File: config.mk
export PLATFORM = sky130hd
export DESIGN_NAME = saturnGlue
export DESIGN_NICKNAME = d
export VERILOG_FILES = /design/src/saturnPkg.sv /design/src/cpuBusIf.sv /design/src/saturnGlue.sv /design/src/debugMonitor.sv /design/src/cpuBusDecoder.sv /design/src/clockEnableGen.sv
export VERILOG_INCLUDE_DIRS = /design/src
export SDC_FILE = /design/constraint.sdc
export NUM_CORES = 1
export LEC_CHECK = 0
export ABC_AREA = 1
export BUFFER_PORTS_ARGS = -buffer_cell sky130_fd_sc_hd__buf_2
export CAP_MARGIN = 20
export CORE_AREA = 2 2 100 102
export CTS_CLUSTER_SIZE = 30
export DETAILED_ROUTE_END_ITERATION = 8
export DIE_AREA = 0 0 102 104
export PLACE_DENSITY_LB_ADDON = 0.1
export SETUP_SLACK_MARGIN = 0.4
export SLEW_MARGIN = 10
export SYNTH_ARGS = -nofsm -noshare
export SYNTH_HDL_FRONTEND = slang
export SYNTH_SLANG_ARGS = --single-unit
File: constraint.sdc
create_clock -name CLK -period 5.4 [get_ports CLK]
set_input_delay 0.81 -clock CLK [delete_from_list [all_inputs] [get_ports CLK]]
set_output_delay 0.81 -clock CLK [all_outputs]
set_load 0.03 [all_outputs]
File: src/saturn_consts.svh
`ifndef SATURN_CONSTS_SVH
`define SATURN_CONSTS_SVH

// Bus widths
`define CPU_ADDR_W   27
`define BUS_ADDR_W   25
`define DATA_W       32
`define DQM_W        4
`define SMPC_W       8
`define DBG_CNT_W    8

// Area field of the CPU address, one area per CS line
`define AREA_HI      26
`define AREA_LO      25
`define AREA_CS0     2'd0
`define AREA_CS3     2'd3

// CS0 sub-region field, 512 KB granularity
`define SUB_HI       24
`define SUB_LO       19
`define SUB_ROM_MAX  6'd1
`define SUB_SMPC     6'd2
`define SUB_SRAM     6'd3
`define SUB_RAML_LO  6'd4
`define SUB_RAML_HI  6'd5

// ceR pulses per SMPC enable
`define SMPC_DIV     7

// Boot hook location in high RAM
`define HOOK_ADDR    25'h0012B0

`endif
File: src/saturnPkg.sv
`include "saturn_consts.svh"

package saturnPkg;

	// Full CPU address, area included
	typedef logic [`CPU_ADDR_W-1:0] cpuAddr_t;

	// Address as seen by the external memories
	typedef logic [`BUS_ADDR_W-1:0] busAddr_t;

	typedef logic [`DATA_W-1:0] busData_t;

	// Byte write strobes, active low
	typedef logic [`DQM_W-1:0] dqm_t;

	typedef logic [`SMPC_W-1:0] smpcData_t;

	typedef logic [`DBG_CNT_W-1:0] dbgCount_t;

	// Target of the current CPU cycle
	typedef enum logic [2:0] {
		regNone,
		regRom,
		regSram,
		regSmpc,
		regRamL,
		regRamH,
		regScu
	} memRegion_e;

endpackage

File: src/cpuBusIf.sv
`timescale 1ns/100ps

interface cpuBusIf;
	import saturnPkg::*;

	// Raw CPU cycle
	cpuAddr_t   addr;
	busData_t   wdata;
	dqm_t       dqmN;
	logic       rdN;

	// Decoded view of the cycle
	memRegion_e region;
	logic       access;

	modport decoder (
		input  addr,
		input  dqmN,
		input  rdN,
		output region,
		output access
	);

	modport monitor (
		input  addr,
		input  rdN,
		input  region,
		input  access
	);

endinterface

File: src/saturnGlue.sv
`timescale 1ns/100ps
`include "saturn_consts.svh"

module saturnGlue (
	input  logic                 CLK,
	input  logic                 RST_N,
	input  logic                 ce,
	input  logic                 dbgPause,

	input  saturnPkg::cpuAddr_t  cpuAddr,
	input  saturnPkg::busData_t  cpuDo,
	input  saturnPkg::dqm_t      cpuDqmN,
	input  logic                 cpuRdN,
	output saturnPkg::busData_t  cpuDi,
	output logic                 cpuWaitN,

	output saturnPkg::busAddr_t  memA,
	input  saturnPkg::busData_t  memDi,
	output saturnPkg::busData_t  memDo,
	output saturnPkg::dqm_t      memDqmN,
	output logic                 memRdN,
	input  logic                 memWaitN,
	output logic                 romCsN,
	output logic                 sramCsN,
	output logic                 smpcCsN,
	output logic                 ramlCsN,
	output logic                 ramhCsN,

	input  saturnPkg::smpcData_t smpcDo,
	input  saturnPkg::busData_t  scuDo,
	input  logic                 scuWaitN,

	output logic                 ceR,
	output logic                 ceF,
	output logic                 smpcCe,
	output logic                 mresN,

	output saturnPkg::dbgCount_t waitCnt,
	output logic                 dbgHook
);

	cpuBusIf bus ();

	assign bus.addr  = cpuAddr;
	assign bus.wdata = cpuDo;
	assign bus.dqmN  = cpuDqmN;
	assign bus.rdN   = cpuRdN;

	// Memory side sees the cycle without the area bits
	assign memA    = bus.addr[`BUS_ADDR_W-1:0];
	assign memDo   = bus.wdata;
	assign memDqmN = bus.dqmN;
	assign memRdN  = bus.rdN;

	clockEnableGen u_clockEnableGen (
		.CLK      (CLK),
		.RST_N    (RST_N),
		.ce       (ce),
		.dbgPause (dbgPause),
		.ceR      (ceR),
		.ceF      (ceF),
		.smpcCe   (smpcCe),
		.mresN    (mresN)
	);

	cpuBusDecoder u_cpuBusDecoder (
		.bus      (bus.decoder),
		.memDi    (memDi),
		.smpcDo   (smpcDo),
		.scuDo    (scuDo),
		.memWaitN (memWaitN),
		.scuWaitN (scuWaitN),
		.romCsN   (romCsN),
		.sramCsN  (sramCsN),
		.smpcCsN  (smpcCsN),
		.ramlCsN  (ramlCsN),
		.ramhCsN  (ramhCsN),
		.cpuWaitN (cpuWaitN),
		.cpuDi    (cpuDi)
	);

	debugMonitor u_debugMonitor (
		.CLK     (CLK),
		.RST_N   (RST_N),
		.ceR     (ceR),
		.bus     (bus.monitor),
		.waitCnt (waitCnt),
		.dbgHook (dbgHook)
	);

endmodule

File: src/debugMonitor.sv
`timescale 1ns/100ps
`include "saturn_consts.svh"

module debugMonitor (
	input  logic                 CLK,
	input  logic                 RST_N,
	input  logic                 ceR,
	cpuBusIf.monitor             bus,
	output saturnPkg::dbgCount_t waitCnt,
	output logic                 dbgHook
);
	import saturnPkg::*;

	logic hookHit;

	// Boot code reading the hook word in high RAM
	assign hookHit = ~bus.rdN && (bus.region == regRamH) &&
	                 (bus.addr[`BUS_ADDR_W-1:0] == `HOOK_ADDR);

	always_ff @(posedge CLK or negedge RST_N) begin
		if (!RST_N) begin
			waitCnt <= '0;
			dbgHook <= 1'b0;
		end else if (ceR) begin
			// Master enables since the last access
			if (bus.access) begin
				waitCnt <= '0;
			end else begin
				waitCnt <= waitCnt + dbgCount_t'(1);
			end
			if (hookHit) begin
				dbgHook <= 1'b1;
			end
		end
	end

endmodule

File: src/cpuBusDecoder.sv
`timescale 1ns/100ps
`include "saturn_consts.svh"

module cpuBusDecoder (
	cpuBusIf.decoder               bus,
	input  saturnPkg::busData_t    memDi,
	input  saturnPkg::smpcData_t   smpcDo,
	input  saturnPkg::busData_t    scuDo,
	input  logic                   memWaitN,
	input  logic                   scuWaitN,
	output logic                   romCsN,
	output logic                   sramCsN,
	output logic                   smpcCsN,
	output logic                   ramlCsN,
	output logic                   ramhCsN,
	output logic                   cpuWaitN,
	output saturnPkg::busData_t    cpuDi
);
	import saturnPkg::*;

	logic [`AREA_HI-`AREA_LO:0] areaField;
	logic [`SUB_HI-`SUB_LO:0]   subField;
	logic                       access;
	memRegion_e                 region;
	logic                       memSel;

	assign areaField = bus.addr[`AREA_HI:`AREA_LO];
	assign subField  = bus.addr[`SUB_HI:`SUB_LO];

	// A cycle is live on a read or any byte write
	assign access = ~bus.rdN | ~(&bus.dqmN);

	always_comb begin
		region = regNone;
		if (access) begin
			case (areaField)
				`AREA_CS3: begin
					region = regRamH;
				end
				`AREA_CS0: begin
					if (subField <= `SUB_ROM_MAX) begin
						region = regRom;
					end else if (subField == `SUB_SMPC) begin
						region = regSmpc;
					end else if (subField == `SUB_SRAM) begin
						region = regSram;
					end else if (subField >= `SUB_RAML_LO && subField <= `SUB_RAML_HI) begin
						region = regRamL;
					end else begin
						region = regScu;
					end
				end
				// CS1 and CS2 belong to the SCU
				default: begin
					region = regScu;
				end
			endcase
		end
	end

	assign bus.access = access;
	assign bus.region = region;

	assign romCsN  = (region != regRom);
	assign sramCsN = (region != regSram);
	assign smpcCsN = (region != regSmpc);
	assign ramlCsN = (region != regRamL);
	assign ramhCsN = (region != regRamH);

	// External memories share one data bus and one wait line
	assign memSel = (region == regRom) | (region == regSram) |
	                (region == regRamL) | (region == regRamH);

	always_comb begin
		if (memSel) begin
			cpuDi = memDi;
		end else if (region == regSmpc) begin
			cpuDi = {(`DATA_W / `SMPC_W){smpcDo}};
		end else begin
			cpuDi = scuDo;
		end
	end

	assign cpuWaitN = scuWaitN & (memWaitN | ~memSel);

endmodule

File: src/clockEnableGen.sv
`timescale 1ns/100ps
`include "saturn_consts.svh"

module clockEnableGen (
	input  logic CLK,
	input  logic RST_N,
	input  logic ce,
	input  logic dbgPause,
	output logic ceR,
	output logic ceF,
	output logic smpcCe,
	output logic mresN
);

	localparam int CNT_W = $clog2(`SMPC_DIV);

	logic             phase;
	logic             run;
	logic [CNT_W-1:0] smpcCnt;

	// Master clock runs only while not paused
	assign run = ce & ~dbgPause;
	assign ceF = run & ~phase;
	assign ceR = run & phase;

	always_ff @(posedge CLK or negedge RST_N) begin
		if (!RST_N) begin
			phase <= 1'b0;
		end else if (run) begin
			phase <= ~phase;
		end
	end

	// SMPC enable, one pulse every SMPC_DIV rising enables
	always_ff @(posedge CLK or negedge RST_N) begin
		if (!RST_N) begin
			smpcCnt <= '0;
			smpcCe  <= 1'b0;
		end else begin
			smpcCe <= 1'b0;
			if (ceR) begin
				if (smpcCnt == CNT_W'(`SMPC_DIV - 1)) begin
					smpcCnt <= '0;
					smpcCe  <= 1'b1;
				end else begin
					smpcCnt <= smpcCnt + 1'b1;
				end
			end
		end
	end

	// Master reset released by the first SMPC enable
	always_ff @(posedge CLK or negedge RST_N) begin
		if (!RST_N) begin
			mresN <= 1'b0;
		end else if (smpcCe) begin
			mresN <= 1'b1;
		end
	end

endmodule

==> results.toml, run 1 <==
[outcome]
outcome = "complete, no violations"

[synth]
synth_commonest_cells = "nand2_1 (172), buf_4 (64), inv_1 (21)"
yosysSeqAreaShare = 0.1610
avgSynthCellArea_um2 = 6.118
synth_most_common_cell = "nand2_1"
synth_top_cell_area_share = 0.2770
synth_area_um2 = 2331
ys_types = 31
synth_top_area_cell = "nand2_1"
synth_edf_count = 0
synth_cells = 381
ys_seq_elements = 15
synthTopCellsByArea = "nand2_1 (28%), buf_4 (21%), dfrtp_1 (16%)"
syn-num-nets = 526
ys.warnings.count = 0
async_flop_share = 1.000
synth-main-ff-cell = "dfrtp_1"

[grt]
grt_pass1_wl_um = 12030
grt_pass1_vias = 2417
grt_usage = 0.1398
grt_overflow_total = 0
grt_max_degree = 34
antenna_found_initial = 0

[floorplan]
chipHeight_um = 104
start_util = 0.2441
rows = 36
dieArea_um2 = 10610
pin_count = 255
core_um2 = 9549
die_w_um = 102

[pwr]
p_int_uw = 306.8
combinationalPowerShare = 0.614
power_frac_seq = 0.242
power_uw = 627.8
switching_share = 0.5113
power_switching_uw = 321.0
total_leakage_power_nw = 1.829
peakVddDrop_mv = 0.1570
p_per_area_nw_per_um2 = 215.0
clkPwrFrac = 0.144

[placed_design]
io_buffers = 190
gp_congestion = 0.8108
dp_hpwl_um = 6610
placedCellCount = 632
place_area_um2 = 2875

[clock_tree]
post_cts_buffers = 0
hold_buffers = 0
clk_pin_slew_ns = 0.06
clk_path_buf_depth = 2
cts_resized = 0
cts_tree = "built"
clock_sinks = 15
htreeDepth = 1
clock_latency_ns = 0.24
cts_buffers = 3
cts-root-buf = "clkbuf_8"

[timing]
skew_ns = 0.003560
relSlewSlack = 0.7117
rsz0062_at_grt = "false"
worst_slew_pin_slew_ns = 0.4324
finalHoldViolations = 0
tns_ns = 0
holdWs_ns = 0.4630
period_share = 0.6475
fmax_ghz = 0.2860
setup_violations = 0
drv_slew = 0
finalCriticalPeriod_ns = 3.497

[worst_setup_path]
worst_ep_required_time_ns = 4.59
cp-end-kind = "output pin"
critPathMostFrequentCell = "nand2_2"
cp-start-kind = "input pin"
arrival_ns = 2.69
path_max_fanout = 32
critical_path.max_stage_delay_ns = 0.38
crit_cells = 14
crit_family = "simple AND/OR/NAND/NOR gates"
path_cells = "buf_2, inv_1, ha_1, inv_2, nor2_2, nand3_2, nand2_2, nor2_4, nand3_4, nand2_1, nand2_1, nand2_2, nand2_2, buf_2"
setup.worst_path.class = "input pin to output pin"
r2r_cells = 7
crit_slowest_cell = "nand3_4"
cp_num_buf_inv = 4

[cells_and_area]
fin_cells = 636
diodes = 0
area_growth_pct = 25.28
layout-drive-gt1-share = 0.4374
layout.nets = 649
final_area_um2 = 2920

[routing]
via_per_inst = 4.085
met3_length_um = 450
wl_met2_um = 4111
wl_per_cell_um = 12.41
drc = 0
highest_layer = "met4"
vias = 2598
drtIter0Drc = 70
firstDrtPassIters = 4
drt-met1-wl_um = 3238
routed_wl_um = 7894
ant_nets = 0

[hold_path]
worstHoldPathType = "input pin to asynchronous set/reset pin"

[flow_run]
cap_viol_max_count = 0
## stage by stage
stage	setup WS, ns	utilization
after CTS	1.896	0.3058
after global routing	1.711	0.3058
after global placement	1.915	0.3011
after detailed placement	1.905	0.3011
final	1.903	0.3058
after floorplan	2.123	-
## layer usage
| metal | vias to the layer above | global-route usage |
|---|---|---|
| met1 | 1129 | 0.1656 |
| met3 | 12 | 0.01546 |
| met2 | 88 | 0.2650 |
| met4 | 0 | 0.02857 |
| li1 | 1369 | - |
| met5 | - | 0 |
## cell families after synthesis
logic type | count (synthesis) | share of synthesized area
compound gates | 14 | 0.03811
xor+xnor | 1 | 0.003758
fa+ha+maj | 3 | 0.01610
buf+inv | 96 | 0.2845
flops | 15 | 0.1610
simple gates | 252 | 0.4965
## path summary, 6_finish.rpt
| path | start | to | slack (ns) |
|---|---|---|---|
| setup / recovery | cpuAddr[25] | cpuDi[7] | 1.90 |
| hold / removal | RST_N | u_clockEnableGen.mresN | 0.46 |
| min in group CLK | u_clockEnableGen.mresN | u_clockEnableGen.mresN | 0.47 |
| hold reg to reg | u_clockEnableGen.mresN | u_clockEnableGen.mresN | 0.47 |
| setup reg to reg | u_clockEnableGen.phase | u_debugMonitor.waitCnt[7] | 3.85 |
| max in group asynchronous | RST_N | u_debugMonitor.waitCnt[1] | 4.68 |
## cell type report
type,count,area (um2)
Sequential cell,15,375.4
Inverter,24,90.09
Fill cell,1124,6629
Tap cell,133,166.4
Clock buffer,4,45.04
Multi-Input combinational cell,270,1292
Timing Repair Buffer,190,950.9
## power groups by stage
stage	Combinational, mW	Clock [mW]	Sequential (mW)
after floorplan	0.324	0	0.162
after global placement	0.390	0	0.154
after detailed placement	0.390	0	0.154
after CTS	0.392	0.0955	0.152
after global routing	0.425	0.0983	0.155
final	0.385	0.0904	0.152
## cells in the final DEF (no fill, tap or decap)
| cell type | netlist | routed |
|---|---|---|
| nand2_4 | 1 | 1 |
| nand2_1 | 172 | 172 |
| nand2_2 | 11 | 11 |
| o21ai_0 | 5 | 5 |
| and2_0 | 1 | 1 |
| clkinv_1 | 1 | 1 |
| nand4_1 | 11 | 11 |
| a21oi_1 | 5 | 5 |
| ha_1 | 3 | 3 |
| nand3_1 | 15 | 15 |
| nand3b_1 | 1 | 1 |
| inv_2 | 2 | 2 |
| clkbuf_8 | 1 | 3 |
| nand3_4 | 3 | 3 |
| nor2_4 | 5 | 5 |
| nand3_2 | 1 | 1 |
| xnor2_1 | 1 | 1 |
| inv_1 | 21 | 21 |
| o21bai_4 | 1 | 1 |
| or2_2 | 1 | 1 |
| a31oi_1 | 2 | 2 |
| clkbuf_1 | 0 | 1 |
| nor2_1 | 19 | 19 |
| nor3b_1 | 1 | 1 |
| buf_2 | 0 | 190 |
| nor2_8 | 1 | 1 |
| nor2_2 | 1 | 1 |
| nor3_1 | 5 | 5 |
| o21bai_1 | 1 | 1 |
| dfrtp_1 | 15 | 15 |
| nor4_1 | 3 | 3 |
## state kept, by name, indices dropped and copies added, names as in the netlist
signal                    count
u_clockEnableGen.phase        1
u_debugMonitor.waitCnt        8
u_debugMonitor.dbgHook        1
u_clockEnableGen.smpcCnt      3
u_clockEnableGen.mresN        1
u_clockEnableGen.smpcCe       1
Note: power is estimated with default switching activity, not from simulation.
==> run 2, diff against run 1 <==
==> constraint.sdc (replaced) <==
create_clock -name CLK -period 3.2 [get_ports CLK]
set_input_delay 0.48 -clock CLK [delete_from_list [all_inputs] [get_ports CLK]]
set_output_delay 0.48 -clock CLK [all_outputs]
set_load 0.03 [all_outputs]
==> results.toml, run 2 (synthesis gave the netlist of run 1 again) <==
[routing]
via_per_inst = 4.213
wl_per_cell_um = 13.20
vias = 2755
routed_wl_um = 8631
ant_nets = 0
drc = 0
firstDrtPassIters = 4
drtIter0Drc = 72

[grt]
grt_usage = 0.1428
grt_overflow_total = 0
grt_pass1_wl_um = 12240
grt_util_met3 = 0.01613
antenna_found_initial = 0
top_usage_layer = "met2"
met1_usage = 0.1688
gr-usage-met2 = 0.2711
grt_pass1_vias = 2487
grt_max_degree = 34

[clock_tree]
hold_buffers = 0
clk_path_buf_depth = 2
cts_buffers = 3
clock_latency_ns = 0.24
clk_pin_slew_ns = 0.06
cts-root-buf = "clkbuf_8"
htreeDepth = 1
clock_sinks = 15
cts_tree = "built"

[worst_setup_path]
setup.worst_path.class = "input pin to output pin"
path_max_fanout = 16
cp-start-kind = "input pin"
cp-end-kind = "output pin"
arrival_ns = 2.20
worst_ep_required_time_ns = 2.72

[floorplan]
pin_count = 255
die_w_um = 102
core_um2 = 9549
rows = 36
start_util = 0.2441
chipHeight_um = 104
dieArea_um2 = 10610

[pwr]
total_leakage_power_nw = 1.925
peakVddDrop_mv = 0.2281
p_per_area_nw_per_um2 = 354.4

[timing]
rsz0062_at_grt = "true"
finalHoldViolations = 0
finalCriticalPeriod_ns = 2.678
period_share = 0.8368
skew_ns = 0.0008022
fmax_ghz = 0.3735
drv_slew = 0
tns_ns = 0
worst_slew_pin_slew_ns = 0.3706
relSlewSlack = 0.7522
setup_violations = 0
setup_ws_ns = 0.5223

[placed_design]
io_buffers = 190
dp_hpwl_um = 6567
pre_cts_slack_ns = 0.3695
gp_congestion = 0.8110

[outcome]
outcome = "complete, no violations"

[cells_and_area]
max_flop_register = "u_debugMonitor.waitCnt"
layout.nets = 667
top_regs = "u_debugMonitor.waitCnt x8, u_clockEnableGen.smpcCnt x3"
final_common_cell = "buf_2"
largest_register_ff_count = 8
num-fill-cells = 1111
most-common-layout-cells = "buf_2 (187), nand2_1 (172), inv_1 (21)"
layout-drive-gt1-share = 0.4607
area_growth_pct = 34.84
diodes = 0

[hold_path]
worstHoldPathType = "input pin to asynchronous set/reset pin"

[flow_run]
cap_viol_max_count = 0
-- run 2: cell types whose count changed in the layout (fill, tap and decap cells not counted), sizes merged --
cell,change
clkbuf,+3
buf,+11
nand3,+3
nor2,+1
-- run 2: worst max-delay path: stages --
cell and delay, ns:
buf_2 0.11, inv_1 0.05, ha_2 0.20, inv_2 0.05, nor2_2 0.08, nand3_2 0.08
nand2_2 0.12, nor2_4 0.06, buf_12 0.15, nand3_4 0.14, nand2_4 0.10, nor2_4 0.11
buf_12 0.15, nand2_1 0.06, nand2_1 0.05, buf_2 0.19
-- run 2: metal layers --
layer | part of all wire | up-vias
li1 | - | 1415
met1 | 0.40 | 1223
met2 | 0.51 | 103
met3 | 0.070 | 14
met4 | 0.014 | 0
met5 | 0 | -
-- run 2: metrics by stage --
stage / cell area [um2] / total power, mW / instances / utilization / hold WS (ns)
floorplan: 2331 / 0.8197 / 381 / - / 0.1844
global placement: 2875 / 0.9183 / 632 / 0.3011 / 0.4155
detailed placement: 2875 / 0.9167 / 632 / 0.3011 / 0.4147
CTS: 2947 / 1.085 / 639 / 0.3086 / 0.1488
global route: 3143 / 1.202 / 654 / 0.3291 / 0.1568
finish: 3143 / 1.114 / 654 / 0.3291 / 0.1299
-- run 2: layout make-up --
cell class | count | area [um2] | area share
well taps | 133 | 166.4 | 0.05295
multi-input cells | 274 | 1361 | 0.4331
inverters | 24 | 90.09 | 0.02866
repair buffers | 204 | 1105 | 0.3515
clock buffers | 4 | 45.04 | 0.01433
flip-flops and latches | 15 | 375.4 | 0.1194
-- run 2: worst paths after layout --
kind,start,to,slack [ns],depth (start not counted)
worst max-delay path,cpuAddr[25],cpuDi[14],0.52,16
min in group CLK,u_debugMonitor.dbgHook,u_debugMonitor.dbgHook,0.47,1
worst min register to register,u_debugMonitor.dbgHook,u_debugMonitor.dbgHook,0.47,1
worst min-delay path,RST_N,u_debugMonitor.waitCnt[7],0.13,1
max in group asynchronous,RST_N,u_debugMonitor.waitCnt[3],2.82,1
worst max register to register,u_clockEnableGen.phase,u_debugMonitor.waitCnt[7],1.60,7
-- run 2: repair_timing --
action / CTS / global route
cloned: 1 / 3
endpoints found under the setup margin: 9 / 33
buffers inserted: 2 / 12
hold endpoints to repair: 0 / 0
gates resized for setup: 0 / 9
pin swaps: 2 / 10
-- run 2: where the power goes --
| group | switching, mW | internal [mW] | leakage (nW) |
|---|---|---|---|
| Sequential | 0.0316 | 0.225 | 0.198 |
| Clock | 0.0654 | 0.0880 | 0.0228 |
| Combinational | 0.468 | 0.236 | 1.70 |
